`config.mk`:
```
export PLATFORM = sky130hd
export DESIGN_NAME = tagStore
export DESIGN_NICKNAME = d
export VERILOG_FILES = /design/src/source/cachePkg.sv /design/src/source/tagStore.sv
export SDC_FILE = /design/constraint.sdc
export NUM_CORES = 2
export LEC_CHECK = 0
export BUFFER_PORTS_ARGS = -buffer_cell sky130_fd_sc_hd__buf_2
export CAP_MARGIN = 20
export CELL_PAD_IN_SITES_DETAIL_PLACEMENT = 1
export CELL_PAD_IN_SITES_GLOBAL_PLACEMENT = 1
export CORE_MARGIN = 2
export CORE_UTILIZATION = 35
export DETAILED_ROUTE_END_ITERATION = 12
export GPL_TIMING_DRIVEN = 0
export PLACE_DENSITY = 0.56
export SLEW_MARGIN = 20
export SYNTH_ARGS = -nofsm -noshare
export SYNTH_HDL_FRONTEND = slang
export SYNTH_SLANG_ARGS = --single-unit
```
`constraint.sdc`:
```
create_clock -name clock -period 4.88 [get_ports clock]
set_input_delay 0.732 -clock clock [delete_from_list [all_inputs] [get_ports clock]]
set_output_delay 0.732 -clock clock [all_outputs]
set_load 0.02 [all_outputs]
```
`src/source/cachePkg.sv`:
```
package cachePkg;

    // cache geometry
    localparam int wayCount = 4;
    localparam int setCount = 16;
    localparam int offsetWidth = 4;
    localparam int setWidth = 4;
    // tag is address bits 31 down to 8
    localparam int tagWidth = 24;
    localparam int lineWidth = 128;
    localparam int busWidth = 64;

    typedef logic [tagWidth-1:0] cacheTag;
    typedef logic [setWidth-1:0] setIndex;
    typedef logic [1:0] wayIndex;
    typedef logic [lineWidth-1:0] lineData;
    typedef logic [7:0] byteMask;
    // upper word always zero
    typedef logic [63:0] busAddress;

    typedef enum logic [2:0] {
        idle,
        lookup,
        miss,
        replace,
        wresp,
        refill
    } cacheState;

    // two beats of 8 bytes, incrementing
    localparam logic [7:0] burstLen = 8'd1;
    localparam logic [2:0] burstSize = 3'd3;
    localparam logic [1:0] burstIncr = 2'b01;

endpackage

```
`src/source/tagStore.sv`:
```
module tagStore (
    input  logic              clock,
    input  logic              reset,
    input  cachePkg::setIndex setSel,
    input  cachePkg::cacheTag lookupTag,
    input  cachePkg::wayIndex accessWay,
    input  logic              tagWrite,
    input  logic              validWrite,
    input  logic              dirtyWrite,
    input  logic              dirtyValue,
    output logic              hit,
    output cachePkg::wayIndex hitWay,
    output logic              victimDirty,
    output cachePkg::cacheTag victimTag
);

    // tag, valid and dirty per set and way
    cachePkg::cacheTag tagArray [cachePkg::setCount][cachePkg::wayCount];
    logic [cachePkg::wayCount-1:0] validBits [cachePkg::setCount];
    logic [cachePkg::wayCount-1:0] dirtyBits [cachePkg::setCount];

    // per-way match of the addressed set
    logic [cachePkg::wayCount-1:0] wayMatch;

    always_ff @(posedge clock) begin
        if (reset) begin
            for (int s = 0; s < cachePkg::setCount; s++) begin
                validBits[s] <= '0;
                dirtyBits[s] <= '0;
                for (int w = 0; w < cachePkg::wayCount; w++) begin
                    tagArray[s][w] <= '0;
                end
            end
        end else begin
            // tag lands on the first refill beat
            if (tagWrite) begin
                tagArray[setSel][accessWay] <= lookupTag;
            end
            // valid only ever gets set, on the last refill beat
            if (validWrite) begin
                validBits[setSel][accessWay] <= 1'b1;
            end
            // set by write hit, cleared after writeback or refill
            if (dirtyWrite) begin
                dirtyBits[setSel][accessWay] <= dirtyValue;
            end
        end
    end

    // compare all four ways at once
    always_comb begin
        for (int w = 0; w < cachePkg::wayCount; w++) begin
            wayMatch[w] = validBits[setSel][w] && (tagArray[setSel][w] == lookupTag);
        end
    end

    assign hit = |wayMatch;

    // priority encode, highest way wins
    always_comb begin
        hitWay = '0;
        for (int w = 0; w < cachePkg::wayCount; w++) begin
            if (wayMatch[w]) begin
                hitWay = cachePkg::wayIndex'(w);
            end
        end
    end

    // chosen way needs writeback only if valid and dirty
    assign victimDirty = validBits[setSel][accessWay] && dirtyBits[setSel][accessWay];
    assign victimTag = tagArray[setSel][accessWay];

endmodule

```
Yosys cells after proc, flatten, opt, wreduce, memory -nomap -nowiden
Memories as Yosys holds them, arrays and structs flattened. Cells that the tools add are included.

Flip-flop bits (word level): 0. Memory bits (writable): 1664. Bits of input ports: 36. Output and inout bits: 28. Word-level logic and storage cells: 57. Memories: 3.

$lt $le $gt $ge: 4. Equality and inequality tests: 4. Muxes and demuxes: 34. Bitwise logic cells: 1. Reduce and logical (&&, ||, !) cells: 11.

Memories: tagArray (words 16, bits a word 96, rd ports 1, clocked after Yosys merged registers in 0, write ports 16, RTL line tagStore.sv:18) `cachePkg::cacheTag tagArray [cachePkg::setCount][cachePkg::wayCount];`; dirtyBits (words 16, bits a word 4, rd ports 1, clocked after Yosys merged registers in 0, write ports 16, RTL line tagStore.sv:20) `logic [cachePkg::wayCount-1:0] dirtyBits [cachePkg::setCount];`; validBits (words 16, bits a word 4, rd ports 1, clocked after Yosys merged registers in 0, write ports 16, RTL line tagStore.sv:19) `logic [cachePkg::wayCount-1:0] validBits [cachePkg::setCount];`.

Operators with widths (number): 96-bit 2-to-1 mux (3); 24-bit equality test (4); 96-bit OR reduction (1); 24-bit 2-to-1 mux (3); 24-bit binary-select mux with 2-bit select (1); 24-bit demux with 2-bit select (1); 4-bit 2-to-1 mux (9); 1-bit 2-to-1 mux (12); 4-bit OR reduction (3); 1-bit logical AND (7); 1-bit binary-select mux with 2-bit select (2); 2-bit 2-to-1 mux (2); 3-bit >= comparator (second input constant) (1); 2-bit by 3-bit less-than comparator with 1-bit output (second input constant) (1); 3-bit by 1-bit less-than comparator with 1-bit output (second input constant) (1); 2-bit NOT with 3-bit output (1); 1-bit demux with 2-bit select (1); 2-bit by 1-bit >= comparator with 1-bit output (second input constant) (1).

Logic depth before layout (Yosys ltp)
Depth after elaboration: 8. Mapped depth: 15. Depth with buffers taken out: 8.

Least setup slack after synthesis
OpenSTA, ideal clock, no wires.

Path kind: input to output. Start point: input setSel[0]. End point: output hit. Arrival: 3.398 ns. Required time: 4.148 ns. Setup slack: 0.750 ns. Cell stages on the path: 12. Path buffers: 5. Cell sequence: buf_4 buf_6 buf_4 buf_2 buf_2 mux4_2 o21ai_0 a221oi_1 a2111oi_0 o2111a_1 o311ai_0 o2111ai_1.

Longest elaborated chain between the ends: 4. Elaborated cells between the ends (all ways): 11. Classes of those cells: eq/ne: 4; reduce/logical: 5; memory: 2.

RTL lines: start: declaration (RTL line tagStore.sv:4) `input cachePkg::setIndex setSel,`; memory 16 x 96 bit; 24-bit equality test (RTL line tagStore.sv:53) `wayMatch[w] = validBits[setSel][w] && (tagArray[setSel][w] == lookupTag);`; 1-bit logical AND (RTL line tagStore.sv:53); 4-bit OR reduction * (RTL line tagStore.sv:57) `assign hit = |wayMatch;`; end: declaration (RTL line tagStore.sv:11) `output logic hit,`.

Every way passes the cells marked *; elsewhere a longest branch is shown, timed or not.

Worst setup path after layout
Start point: input setSel[3]. End point: output hitWay[0].

Longest elaborated chain between the ends: 6. Elaborated cells between the ends (all ways): 11. Classes of those cells: eq/ne: 3; mux: 3; reduce/logical: 3; memory: 2.

RTL lines: memory 16 x 96 bit; 24-bit equality test (RTL line tagStore.sv:53); 1-bit logical AND (RTL line tagStore.sv:53); 1-bit 2-to-1 mux (RTL line tagStore.sv:63) `if (wayMatch[w]) begin`; 2-bit 2-to-1 mux (RTL line tagStore.sv:63); 2-bit 2-to-1 mux * (RTL line tagStore.sv:63); end: declaration (RTL line tagStore.sv:12) `output cachePkg::wayIndex hitWay,`.

Marked as above.

==> out/metrics.yaml <==
synthesis:
  syn_area_per_cell_um2: 13.80
  ys_warn_count: 0
  synth-main-ff-cell: "edfxtp_1"
  synth.yosys.seq_area_share_pct: 62.26
  netlist_instances: 5739
  ys_ff_latch: 1664
  syn-num-nets: 5775
  synth_edf_count: 1600
  synth_area_um2: 79230
  yosysUniqueCellTypes: 69
  async_flop_share_pct: 0
clocking:
  cts_sinks: 1664
  cts_max_path_buffers: 3
  clock-root-buffer: "clkbuf_16"
  numCtsBuffers: 189
  cts_tree: "yes"
  clkTransAtPathRegs_ns: 0.06
  cts.hold.buffers_added: 0
  clock_latency_ns: 0.89
  cts.htree.levels: 4
critical_path:
  path_class: "in -> out"
  endpoint_kind: "output port"
  r2r_slack_ns: 4.25
  arrival_ns: 4.55
  worstSetupStartpointType: "input port"
  worstReg2RegStart: "validBits[3][2]$_DFF_P_"
  crit_fanout: 10
  rr_worst_depth: 2
  required_ns: 4.15
  reg2reg_to: "validBits[3][2]$_DFF_P_"
detailed_routing:
  drt_pass1_iterations: 8
  wl_per_cell_um: 57.02
  dr.first_iter.drc_count: 11849
  num_vias: 64903
  drt-total-wl_um: 537300
  viasPerCell: 6.888
  postRouteAntennaNets: 0
  drc: 0
global_route:
  grt-ovfl-total: 0
  grt_pass1_wl_um: 672000
  grt_pass1_vias: 61394
  antenna_found_initial: 91
  grt_usage_pct: 46.00
  grt_max_degree: 25
pwr:
  power_leakage_uw: 0.03084
  power.density_nw_per_um2: 387.7
  irDropWorstVdd_v: 0.0003926
sta:
  setup_ws_ns: -0.3971
  slew_violations: 0
  hold_viol: 0
  relSlewSlack_pct: 8.619
  period_needed_ns: 5.277
  fin_skew_ns: 0
  rsz0062_at_grt: "true"
  fin_crit_sh_pct: 108.1
  tightestPinTransition_ns: 1.371
  setup_viol_count_final: 162
  tns_ns: -12.59
  holdWs_ns: 0.4465
  fmax_ghz: 0.1895
final_layout:
  final_nets: 6259
  drive_above_1_share_pct: 24.30
  layout_commonest_cell: "edfxtp_1"
  stdcell_count: 9423
  area_growth_pct: 21.03
  final_cell_mix: "edfxtp_1, nor3_1, and2_1"
placement:
  dp_hpwl_um: 378900
  numPortBuffers: 40
  gp_congestion: 1.068
  placedCellCount: 8842
floorplanning:
  rows: 174
  start_util_pct: 35.23
  die_width_um: 479.8
  core_um2: 224900
  die_h_um: 479.8
  dieArea_um2: 230200
  ios: 64
run_status:
  outcome: "complete, but fails checks"
  violations: "setup timing"
run:
  maxCapViolCount: 0
worst_hold_path:
  holdCritStartpoint: "dirtyValue"
  hp-class: "in -> reg"
  whs_endpoint: "dirtyBits[15][2]$_SDFFCE_PN0P_"
  holdPathStages: 3
==> report_power, final <==
part / internal (uW) / total [uW] / switching, uW
clock network: 7650 / 14300 / 6670
registers: 16300 / 16600 / 241
logic: 1720 / 6270 / 4550
total: 25700 / 37200 / 11500
==> per-layer routing <==
metal | global-route usage (%) | vias to the layer above | share of wire, %
li1 | - | 22996 | -
met1 | 55.70 | 34456 | 36
met2 | 63.11 | 5794 | 40
met3 | 19.63 | 1621 | 14
met4 | 38.16 | 36 | 10
met5 | 0.2693 | - | 0.056
==> area by class of cell <==
cell class	instances	area [um2]
tap	2992	3744
fill	22538	129000
inverter	92	357.8
clock inverter	100	907.1
antenna	56	140.1
multi-input combinational	3304	27970
clock buffer	243	4995
sequential	1664	49330
buffer	676	4935
timing repair buffer	296	3510
==> timing repair <==
| item | CTS | global route |
|---|---|---|
| setup buffers | 179 | 3 |
| pin swaps | 33 | 9 |
| setup endpoints to repair | 163 | 9 |
| gates resized for setup | 643 | 15 |
==> through the flow <==
stage	utilization [%]	total power [uW]	setup WS, ns	instance area, um2
2_1_floorplan	-	18890	0.7503	79230
3_3_place_gp	36.98	21900	-4.437	83170
3_5_place_dp	37.78	22110	-3.770	84970
4_1_cts	42.53	36570	-0.1790	95640
5_1_grt	42.59	37280	-0.2497	95790
6_report	42.64	37180	-0.3971	95880
==> worst max-delay path, stage by stage <==
cell and delay (ns):
buf_2 0.12, buf_8 0.13, buf_12 0.16, inv_4 0.32
buf_8 0.37, buf_6 0.38, mux2i_4 0.19, a211oi_4 0.42
o211ai_1 0.53, a22oi_1 0.38, nand4_1 0.14, buf_6 0.18
o21ai_4 0.20, buf_6 0.15
==> cells by family (layout without fill, tap and decap cells) <==
kind of cell | count (synthesis) | in the layout | synth area share [%]
simple gates | 2073 | 2073 | 13.46
flops | 1664 | 1664 | 62.26
buf+inv | 771 | 1407 | 4.261
mux | 700 | 700 | 15.09
compound gates | 447 | 447 | 4.000
xor+xnor | 84 | 84 | 0.9286
other cells | 0 | 56 | 0
==> registers in the layout (all words and copies together) (netlist names) <==
name and count:
dirtyBits 64, validBits 64, tagArray 1536
==> worst max path at each step <==
stage / from / end / slack [ns]
after global routing: setSel[1] / hitWay[0] / -0.25
after detailed placement: setSel[0] / hit / -3.77
after global placement: setSel[0] / hitWay[0] / -4.44
after CTS: setSel[1] / hitWay[0] / -0.18
final: setSel[3] / hitWay[0] / -0.40
after floorplan: setSel[0] / hit / 0.75
==> cell usage after synthesis, types with 4 or more instances <==
cell / instances / area [um2]
a21oi_1: 45 / 225.2
edfxtp_1: 1600 / 48050
nand2_1: 174 / 653.1
a22o_1: 6 / 52.55
a221oi_1: 25 / 219.0
mux4_2: 390 / 8783
o22ai_1: 100 / 625.6
clkbuf_1: 540 / 2027
xor2_1: 18 / 157.7
and2_1: 458 / 2865
nor4_1: 11 / 68.82
a311oi_1: 10 / 87.58
nor2_1: 190 / 713.2
buf_2: 49 / 245.2
o311ai_0: 4 / 35.03
nand2b_1: 5 / 31.28
mux2_2: 55 / 619.3
inv_2: 6 / 22.52
buf_6: 24 / 270.3
o221ai_1: 7 / 61.31
clkinv_1: 7 / 26.28
buf_4: 51 / 382.9
and3_1: 11 / 68.82
a2111oi_0: 7 / 61.31
nand4_1: 8 / 50.05
a211oi_1: 16 / 120.1
a31oi_1: 16 / 100.1
buf_1: 12 / 45.04
nor3_1: 1100 / 5505
o31ai_1: 6 / 45.04
xnor2_1: 66 / 578.1
o21bai_1: 66 / 495.5
mux2i_1: 255 / 2552
a32o_1: 4 / 40.04
o21ai_0: 41 / 205.2
inv_1: 79 / 296.5
nand3_1: 25 / 125.1
a22oi_1: 43 / 322.8
or2_2: 69 / 431.7
o211ai_1: 15 / 112.6
a2111oi_2: 4 / 60.06
or3_1: 4 / 25.02
dfxtp_1: 64 / 1281
nor2b_1: 11 / 68.82
(Power assumes the default switching activity.)
