`config.mk`:
```
export PLATFORM = sky130hd
export DESIGN_NAME = cacheController
export DESIGN_NICKNAME = d
export VERILOG_FILES = /design/src/source/cachePkg.sv /design/src/source/cacheController.sv
export SDC_FILE = /design/constraint.sdc
export NUM_CORES = 1
export LEC_CHECK = 0
export BUFFER_PORTS_ARGS = -buffer_cell sky130_fd_sc_hd__buf_2
export CORE_AREA = 2 2 156 158
export DETAILED_ROUTE_END_ITERATION = 12
export DIE_AREA = 0 0 158 160
export HOLD_SLACK_MARGIN = 0.02
export PLACE_DENSITY = 0.42
export SLEW_MARGIN = 20
export SYNTH_ARGS = -nofsm -noshare
export SYNTH_HDL_FRONTEND = slang
export SYNTH_SLANG_ARGS = --single-unit
export TNS_END_PERCENT = 5
```
`constraint.sdc`:
```
create_clock -name clock -period 2.4 [get_ports clock]
set_input_delay 0.36 -clock clock [delete_from_list [all_inputs] [get_ports clock]]
set_output_delay 0.36 -clock clock [all_outputs]
set_load 0.05 [all_outputs]
```
`src/source/cachePkg.sv`:
```
package cachePkg;

    // cache geometry
    localparam int wayCount = 4;
    localparam int setCount = 16;
    localparam int offsetWidth = 4;
    localparam int setWidth = 4;
    // tag is address bits 31 down to 8
    localparam int tagWidth = 24;
    localparam int lineWidth = 128;
    localparam int busWidth = 64;

    typedef logic [tagWidth-1:0] cacheTag;
    typedef logic [setWidth-1:0] setIndex;
    typedef logic [1:0] wayIndex;
    typedef logic [lineWidth-1:0] lineData;
    typedef logic [7:0] byteMask;
    // upper word always zero
    typedef logic [63:0] busAddress;

    typedef enum logic [2:0] {
        idle,
        lookup,
        miss,
        replace,
        wresp,
        refill
    } cacheState;

    // two beats of 8 bytes, incrementing
    localparam logic [7:0] burstLen = 8'd1;
    localparam logic [2:0] burstSize = 3'd3;
    localparam logic [1:0] burstIncr = 2'b01;

endpackage

```
`src/source/cacheController.sv`:
```
module cacheController #(
    parameter logic [15:0] lfsrSeed = 16'd1
) (
    input  logic                clock,
    input  logic                reset,
    input  logic                cacheValid,
    input  logic                cacheOp,
    input  logic                hit,
    input  logic                victimDirty,
    input  cachePkg::cacheTag   victimTag,
    input  cachePkg::setIndex   setSel,
    input  cachePkg::cacheTag   reqTag,
    input  cachePkg::wayIndex   hitWay,
    input  cachePkg::lineData   readLine,
    output logic                cacheDataOk,
    output cachePkg::wayIndex   accessWay,
    output logic                tagWrite,
    output logic                validWrite,
    output logic                dirtyWrite,
    output logic                dirtyValue,
    output logic                hitWrite,
    output logic                refillWrite,
    output logic                refillHigh,
    input  logic                arReady,
    output logic                arValid,
    output cachePkg::busAddress arAddr,
    input  logic                rValid,
    input  logic                rLast,
    output logic                rReady,
    input  logic                awReady,
    output logic                awValid,
    output cachePkg::busAddress awAddr,
    input  logic                wReady,
    output logic                wValid,
    output logic                wLast,
    output logic [63:0]         wData,
    input  logic                bValid,
    output logic                bReady
);

    cachePkg::cacheState state;
    cachePkg::cacheState nextState;
    logic [15:0] lfsr;
    cachePkg::wayIndex victimWay;
    // 0 for the first beat of a burst, 1 for the second
    logic beatIndex;

    logic lookupHit;
    logic wFire;
    logic rFire;

    assign lookupHit = (state == cachePkg::lookup) && hit;
    assign wFire = wValid && wReady;
    assign rFire = rValid && rReady;

    always_ff @(posedge clock) begin
        if (reset) begin
            state <= cachePkg::idle;
        end else begin
            state <= nextState;
        end
    end

    always_comb begin
        nextState = state;
        unique case (state)
            cachePkg::idle: begin
                if (cacheValid) begin
                    nextState = cachePkg::lookup;
                end
            end
            cachePkg::lookup: begin
                nextState = hit ? cachePkg::idle : cachePkg::miss;
            end
            cachePkg::miss: begin
                // dirty victim goes out first, clean one is just replaced
                if (awValid && awReady) begin
                    nextState = cachePkg::replace;
                end else if (arValid && arReady) begin
                    nextState = cachePkg::refill;
                end
            end
            cachePkg::replace: begin
                if (wFire && wLast) begin
                    nextState = cachePkg::wresp;
                end
            end
            cachePkg::wresp: begin
                // victim now clean, back to miss for the read
                if (bValid && bReady) begin
                    nextState = cachePkg::miss;
                end
            end
            cachePkg::refill: begin
                if (rFire && rLast) begin
                    nextState = cachePkg::lookup;
                end
            end
            default: begin
                nextState = cachePkg::idle;
            end
        endcase
    end

    // free-running victim source
    always_ff @(posedge clock) begin
        if (reset) begin
            lfsr <= lfsrSeed;
        end else begin
            lfsr <= {lfsr[0] ^ lfsr[2] ^ lfsr[3] ^ lfsr[5], lfsr[15:1]};
        end
    end

    always_ff @(posedge clock) begin
        if (reset) begin
            victimWay <= '0;
            beatIndex <= 1'b0;
            cacheDataOk <= 1'b0;
        end else begin
            // victim picked as the miss is seen
            if ((state == cachePkg::lookup) && !hit) begin
                victimWay <= lfsr[1:0];
            end
            if (wFire) begin
                beatIndex <= !wLast;
            end else if (rFire) begin
                beatIndex <= !rLast;
            end
            // data is out of the registered read one cycle later
            cacheDataOk <= lookupHit;
        end
    end

    // hit way while looking up, saved victim otherwise
    assign accessWay = ((state == cachePkg::idle) || (state == cachePkg::lookup))
                       ? hitWay : victimWay;

    // tag store and data array controls
    assign hitWrite = lookupHit && cacheOp;
    assign refillWrite = (state == cachePkg::refill) && rFire;
    assign refillHigh = beatIndex;
    assign tagWrite = refillWrite && !beatIndex;
    assign validWrite = refillWrite && rLast;
    assign dirtyWrite = hitWrite || (wFire && wLast) || validWrite;
    // only a store sets dirty
    assign dirtyValue = (state == cachePkg::lookup);

    // read and write address channels
    assign awValid = (state == cachePkg::miss) && victimDirty;
    assign arValid = (state == cachePkg::miss) && !victimDirty;
    assign awAddr = {32'd0, victimTag, setSel, 4'd0};
    assign arAddr = {32'd0, reqTag, setSel, 4'd0};

    // writeback beats, low doubleword first
    assign wValid = (state == cachePkg::replace);
    assign wLast = wValid && beatIndex;
    assign wData = beatIndex ? readLine[127:64] : readLine[63:0];

    assign bReady = (state == cachePkg::wresp);
    assign rReady = (state == cachePkg::refill);

endmodule

```
# == After elaboration in Yosys (flattened, before gate mapping) ==
# Cells that the tools add are included.
# W data, S select, Z words.
# classes
eq_ne,10
mux,12
reduce_logical,27
bitwise_logic,3
# ops
cell,n
$mux W64,1
$mux W3,6
$pmux W3 S6,1
$logic_and A1 B1 Y1,16
$eq A3 B2 Y1 const B,2
$eq A3 B3 Y1 const B,2
$ne A2 B1 Y1 const B,3
$logic_not A1 Y1,5
$reduce_and A5 Y1,1
$mux W2,2
$eq A3 B1 Y1 const B,1
$logic_not A3 Y1,1
$logic_or A1 B1 Y1,3
$ne A3 B3 Y1 const B,1
$xor A1 B1 Y1,3
$mux W1,2
$ne A2 B2 Y1 const B,1
$reduce_bool A2 Y1,1
# word_totals
elab_cells,57
output_inout_bits,208
inputBits,194
regBits,23

# == Longest topological paths before layout ==
# Gate-level depths: netlist of the first run.
# logic_depth
depth_word,6
depth_mapped,6
depth_no_buf,5

# == Least setup slack after synthesis of the first run ==
# Ideal clock, no wire load.
# synth_timing
kind,reg2out
from,reg state[1]
to,out dirtyWrite
n_path_buf,1
required_time_ns,2.040
path_slack_ns,0.169
arrival_time_ns,1.871
path_stages_with_launch,7
cell_sequence,dfxtp_1 buf_2 nand4b_1 inv_1 nand2_1 inv_2 a311o_1
# synth_between
elab_chain_cells,5
elab_cells_between_ends,13
classes_between,3 x eq/ne; 10 x reduce/logical
# synth_lines
element,line,text
start: declaration,cacheController.sv:41,cachePkg::cacheState state;
start signal: assignment,cacheController.sv:58,state <= cachePkg::idle;
start signal: assignment,cacheController.sv:60,state <= nextState;
$eq A3 B3 Y1 *,"cacheController.sv:140, cacheController.sv:160",
$logic_and A1 B1 Y1,cacheController.sv:54,assign rFire = rValid && rReady;
$logic_and A1 B1 Y1 *,cacheController.sv:140,assign refillWrite = (state == cachePkg::refill) && rFire;
named net refillWrite,cacheController.sv:22,"output logic refillWrite,"
$logic_and A1 B1 Y1 *,cacheController.sv:143,assign validWrite = refillWrite && rLast;
named net validWrite,cacheController.sv:18,"output logic validWrite,"
$logic_or A1 B1 Y1 *,cacheController.sv:144,assign dirtyWrite = hitWrite || (wFire && wLast) || validWrite;
end: declaration,cacheController.sv:19,"output logic dirtyWrite,"
# The timed path passes the listed nets; every way through them passes the cells marked *.

# == Worst setup path after layout of the first run ==
# layout_timing
from,reg state[2]
to,out dirtyWrite
# layout_between
elab_chain_cells,5
elab_cells_between_ends,13
classes_between,3 x eq/ne; 10 x reduce/logical
# layout_lines
element,line,text
$eq A3 B1 Y1 (tied with other cells),cacheController.sv:52,assign lookupHit = (state == cachePkg::lookup) && hit;
"$logic_and A1 B1 Y1, on equally long branches",n/a,
"$logic_and A1 B1 Y1, on equally long branches","cacheController.sv:139, cacheController.sv:140, cacheController.sv:144",
$logic_or A1 B1 Y1 or $logic_and A1 B1 Y1 (tied branches),"cacheController.sv:144, cacheController.sv:143",
$logic_or A1 B1 Y1 *,cacheController.sv:144,
# Every way passes the cells marked *; elsewhere a longest branch is shown, timed or not.

==> metrics, run 1 <==
CTS clock-pin slew for the worst setup and hold paths=60 ps; Max Freq=481.3 MHz; Leak Pwr=1.783 nW; CP max-delay cell=dfxtp_1; # IOs=402; Post-CTS Setup Bufs=0; final worst path period share=86.58%; RSZ-0062 raised after global routing=no; Pwr Density=713.4 nW/µm²; largest net degree at the start of global routing=35; layout cell share with drive strength beyond 1=66.38%; synth top area cells=buf_4 35%, mux2_2 28%, dfxtp_1 17%; number of instances in the placed design=781; antenna violations before repair=0; dpl ws=608.9 ps; Max Cap Viol=0; Die X=158 µm; Design Power=0.002571 W; top cell type's share of synthesized area=35.26%; Worst R2R Start=state[0]; Die Height=160 µm; antenna-violating nets left=0; Worst Hold Class=input pin to flop; Vias=2339; Max Buffers Root-to-Sink=2; Total Wirelength=12220 µm; critical setup path kind=flop to output port; Netlist cell types=36; endpoint class of the critical path=output port; status=complete, no violations; Setup Skew=2.868 ps; Worst Slack Setup Final=322.2 ps; Setup-failing EPs final=0; CTS root buf=clkbuf_16; Startpoint Class=flop; top-count cell post-synth=buf_4; Tot GR Track Use=8.274%; max incr delay on CP=450 ps; Hold Fails Final Rpt=0; Top FF cell, synth=dfxtp_1; RD Place Congestion=0.7570; Vias/cell=2.980; H-tree levels=1; crit path from=state[2]; total CTS buffers=3; Post-DP HPWL=11020 µm; Initial Utilization=11.44%; synthesized flop and latch total=23; First-pass DRT Iterations=4; CTS tree=built; synth cell count leaders=128 x buf_4, 67 x mux2_2, 23 x dfxtp_1, 14 x nor2b_1, 11 x nor2_1; Resized cells post-CTS=0; synthesized area=2725 µm²; DRC violations left=0; Final Util=15.13%; Area growth syn-to-layout=32.23%; setup TNS=0 ps; Iteration-0 DRC Markers=59; VDD IR-drop max=0.4542 mV; Finished Layout Cells=785; clock latency at the later pin of the worst-skew pair=260 ps; GRT overflow=0; Seq/Total Area, Yosys=16.90%; port bufs=221; largest area contributor in the netlist=buf_4; CP Max Fanout=7; Yosys warning count=0; core area=23820 µm²; TritonCTS Sinks=23; synthesized area per cell=9.054 µm²; wire length of the first global-routing pass=14970 µm; Async SR Flop Fraction=0%; wire per inst=15.56 µm; # hold bufs at CTS=0; number of nets in the layout=656; antenna cells=0; fin crit period=2078 ps; via count of the first global-routing pass=2024; cell row count=57; cell count after synthesis=301; Post-synth EDFFs=0; final slew viol count=0; Crit path required time=2040 ps; WP data arrival=1720 ps; worst hold start=hit; crit path cell chain=nor2_1, and2_4, and3_4, a311o_1, buf_2; die area=25280 µm²
-- final timing paths --
kind	end	slack, ps	cells past startpoint
worst max-delay path	dirtyWrite	320	5
worst min-delay path	cacheDataOk	380	3
worst max register to register	state[2]	860	4
worst min register to register	lfsr[10]	430	1
-- cell usage in the layout (no fill, tap or decap), drive strengths merged --
master,synthesis,final
nand4b,2,2
and3,1,1
nor3,1,1
nand2,5,5
nor2,11,11
and2,2,2
o22ai,2,2
xnor2,3,3
a221oi,1,1
o21ai,1,1
or2,1,1
a31oi,1,1
buf,138,226
clkbuf,3,3
conb,1,72
a2bb2oi,1,1
nor2b,14,14
mux2i,3,3
inv,5,6
or3b,1,1
nand2b,1,1
nor4b,1,1
nand3,1,1
a211oi,2,2
a311oi,1,1
a311o,1,1
a21oi,3,3
mux2,67,67
nand3b,2,2
and3b,1,1
dfxtp,23,23
o211ai,1,1
-- state kept, by name (all words and copies together), names as in the netlist --
name	flops
cacheDataOk	1
lfsr	16
refillHigh	1
state	3
victimWay	2
-- routing by layer --
layer | part of all wire (%) | track usage (%) | vias up
met5 | 0 | 0.3968 | -
met4 | 1.2 | 1.269 | 0
met3 | 15 | 4.423 | 7
met2 | 43 | 12.57 | 193
met1 | 41 | 10.50 | 1020
li1 | - | - | 1119
-- critical path, delay by kind of cell, from the launching register on --
family | cells | cell delay, ps
simple gates | 3 | 480
buf+inv | 1 | 210
compound gates | 1 | 310
flops | 1 | 450
-- cell type report --
class / count / area [µm²]
Timing Repair Buffer: 226 / 1156
Sequential cell: 23 / 464.2
Multi-Input combinational cell: 203 / 1478
Fill cell: 2772 / 20220
Clock buffer: 3 / 75.07
Clock inverter: 1 / 6.256
Inverter: 5 / 18.77
Tap cell: 324 / 405.4
-- stage by stage --
| stage | cell area (µm²) | hold slack (ps) |
|---|---|---|
| final | 3603 | 375.7 |
| after global routing | 3603 | 403.5 |
| after CTS | 3603 | 375.6 |
| after detailed placement | 3522 | 426.4 |
| after global placement | 3522 | 416.4 |
| after floorplan | 2992 | 413.8 |
-- report_power, final --
group          switching [W]  internal (W)
clock network       0.000140      0.000227
logic                0.00122      0.000495
registers          0.0000731      0.000417
total                0.00143       0.00114
-- logic make-up (layout without fill, tap and decap cells) --
kind of cell    count (synthesis)  count (layout)  share of synthesized area [%]
flops                          23              23                          16.90
buf+inv                       146             235                          38.66
xor+xnor                        3               3                         0.9644
compound gates                 14              14                          4.224
mux                            70              70                          28.79
simple gates                   44              44                          10.33
other cells                     1              72                         0.1376
Note: power is estimated with default switching activity, not from simulation.
==> run 2: changes to the inputs <==
Settings changed: ABC_AREA set to 1, CORE_AREA 2 2 156 158 to 2 2 157 159, DIE_AREA 0 0 158 160 to 0 0 159 161, REMOVE_ABC_BUFFERS set to 1.
==> run 2 against run 1 <==
Combinational power is 20% higher. Sequential power fell by 5.7%. Highest routed layer is now met5. Setup slack improved by 91 ps. Fmax grew 4.6%. Sequential share of layout area decreased by 0.15 points. Cell count is 22% higher. Register-to-register slack better by 190 ps. Clock-buffer cell count grew 1. First-iteration DRC count rose to 2.8 times the previous value. Clock power is 3% lower.
==> metrics, run 2 <==
Total Wirelength=13870 µm (+14%); Vias/cell=3.164 (+6.2%); H-tree levels=1 (unchanged); TritonCTS Sinks=23 (unchanged); Startpoint Class=flop; antenna-violating nets left=0 (unchanged); Yosys warning count=0 (unchanged); placed cell areas=3547 µm² (+0.71%); top-count cell post-synth=nand2_1; final slew viol count=0 (unchanged); Seq/Total Area, Yosys=16.67% (-0.22 points); wire per inst=14.48 µm (-7.0%); synthesized flop and latch total=23 (unchanged); Reg2Reg Depth=5 (+1); RD Place Congestion=0.7222 (-4.6%); # hold bufs at CTS=0 (unchanged); Hold Fails Final Rpt=0 (unchanged); number of nets in the layout=829 (+26%); die area=25600 µm² (+1.3%); VDD IR-drop max=0.3067 mV (-32%); worst r2r dst=refillHigh; via count of the first global-routing pass=2748 (+36%); crit path cell chain=inv_1, nand3_1, inv_1, nand3_1, nand3_1, buf_2; Crit. path cell count=6 (+1); antenna cells=0 (unchanged); Async SR Flop Fraction=0% (unchanged); Leak Pwr=2.232 nW (+25%); core area=23960 µm² (+0.60%); most frequent cells in the layout=221 x buf_2, 210 x nand2_1, 72 x conb_1; max incr delay on CP=360 ps (-90 ps); design area=3626 µm² (+0.62%); Setup-failing EPs final=0 (unchanged); Cell Int Power=0.001078 W (-5.4%); NetSw=0.001790 W (+25%); RSZ-0062 raised after global routing=no; critical setup path kind=flop to output port; synth cell count leaders=210 x nand2_1, 128 x buf_4, 34 x inv_1, 29 x nor2_1, 23 x dfxtp_1; Regs by FF count=lfsr x16, state x3, victimWay x2; Crit path required time=2040 ps (about the same); Max Buffers Root-to-Sink=2 (unchanged); commonest non-fill, non-tap cell in the layout=buf_2; Pwr Density=791.1 nW/µm² (+11%); Buf/Inv on CP=3 (+2); layout cell share with drive strength beyond 1=38.33% (-28 points); CTS root buf=clkbuf_16; Die X=159 µm (+0.63%); most used cell, CP=nand3_1; top cell type's share of synthesized area=34.80% (-0.46 points); Post-CTS Setup Bufs=0 (unchanged); endpoint class of the critical path=output port; cell count after synthesis=478 (+59%); Resized cells post-CTS=0 (unchanged); crit path from=state[1]; DRC violations left=0 (unchanged); GRT overflow=0 (unchanged); Reg with most FFs=lfsr; port bufs=221 (unchanged); clock power share=12.4% (-1.8 points); total CTS buffers=3 (unchanged); fin crit period=1987 ps (-90.81 ps); Net Sw Frac=62.41% (+6.7 points); Setup Skew=2.265 ps (-0.6028 ps); Final Util=15.13% (about the same); Worst Hold Class=input pin to flop; wire length of the first global-routing pass=18680 µm (+25%); largest net degree at the start of global routing=51 (+46%); Critical Path End=dirtyWrite; critical path's top delay family=buffers and inverters; status=complete, no violations; CTS clock-pin slew for the worst setup and hold paths=60 ps (about the same); Worst R2R Start=refillHigh; Largest register FFs=16 (unchanged); Iteration-0 DRC Markers=166 (+180%); Die Height=161 µm (+0.63%); Vias=3031 (+30%); WP data arrival=1630 ps (-90 ps); clock latency at the later pin of the worst-skew pair=250 ps (about the same); largest area contributor in the netlist=buf_4; CTS tree=built; synth top area cells=buf_4 35%, nand2_1 29%, dfxtp_1 17%; sequential share of power=16.2% (-2.9 points); synthesized area per cell=5.777 µm² (-36%); Logic pwr share=71.5% (+4.8 points); Netlist cell types=25 (-31%); Post-synth EDFFs=0 (unchanged); Area growth syn-to-layout=31.31%; # IOs=402 (unchanged); Max Cap Viol=0 (unchanged); CP Max Fanout=6 (-1); Max Freq=503.3 MHz (+4.6%); CP max-delay cell=dfxtp_1; Initial Utilization=11.52% (+0.083 points); Top FF cell, synth=dfxtp_1; reg2reg setup slack=1050 ps (+190 ps); synthesized area=2761 µm² (+1.3%); antenna violations before repair=0 (unchanged); First-pass DRT Iterations=4 (unchanged); Tot GR Track Use=9.913% (+1.6 points); cell row count=57 (unchanged); final worst path period share=82.79% (-3.8 points); Post-DP HPWL=11920 µm (+8.1%)
## run 2: cell types whose count changed after synthesis, sizes merged, moves of 3 or more
cell | previous run | this run
nand3 | 1 | 8
o21ai | 1 | 6
nand2 | 5 | 212
nor2b | 14 | 0
nor2 | 11 | 31
mux2i | 3 | 0
mux2 | 67 | 0
inv | 5 | 37
## run 2: metrics by stage
stage | hold WS (ps) | setup slack (ps) | std cells | power [W] | setup TNS [ps]
after floorplan | 388.3 | -2390 | 405 | 0.002004 | -93200
after detailed placement | 396.3 | 658.4 | 954 | 0.002547 | 0
final | 358.9 | 413.0 | 958 | 0.002869 | 0
after global routing | 375.0 | 273.3 | 958 | 0.003056 | 0
after CTS | 357.4 | 374.1 | 958 | 0.002911 | 0
after global placement | 392.6 | 616.4 | 954 | 0.002554 | 0
## run 2: power by group through the flow
stage          registers [W]  clock network, W  logic (W)
2_1_floorplan       0.000503                 0    0.00150
3_3_place_gp        0.000472                 0    0.00208
3_5_place_dp        0.000472                 0    0.00207
4_1_cts             0.000464          0.000368    0.00208
5_1_grt             0.000472          0.000385    0.00220
6_report            0.000463          0.000355    0.00205
## run 2: worst min-delay path by stage
stage	startpoint	endpoint	slack (ps)	cells past startpoint
after global placement	lfsr[4]	lfsr[3]	390	2
after CTS	hit	cacheDataOk	360	3
final	hit	cacheDataOk	360	3
after floorplan	lfsr[11]	lfsr[10]	390	2
after global routing	hit	cacheDataOk	380	3
after detailed placement	lfsr[6]	lfsr[5]	400	2
## run 2: cell families after synthesis
| family | after synthesis | synth area share [%] |
|---|---|---|
| buffers and inverters | 181 | 42.55 |
| DFF | 23 | 16.67 |
| and+or+nand+nor | 258 | 37.02 |
| AOI/OAI and AO/OA | 13 | 2.991 |
| other | 1 | 0.1358 |
| xor gates and xnor gates | 2 | 0.6345 |
## run 2: cell type report
type,instances,area [µm²]
fill,2880,20340
multi-input combinational,345,1393
timing repair buffer,225,1149
sequential,23,461.7
tap,324,405.4
inverter,37,138.9
clock buffer,4,78.83
## run 2: per-layer routing
metal | track usage, % | part of all wire [%] | up-vias
met5 | 6.061 | 1.3 | -
met3 | 6.292 | 15 | 6
met1 | 13.76 | 46 | 1258
li1 | - | - | 1524
met4 | 0.9504 | 0.23 | 4
met2 | 12.53 | 37 | 239
## run 2: worst reg2reg max path, delay by kind of cell, from the launching register on
| kind | cells | cell delay [ps] |
|---|---|---|
| flops | 1 | 370 |
| compound gates | 1 | 210 |
| buf+inv | 2 | 440 |
| simple gates | 2 | 220 |
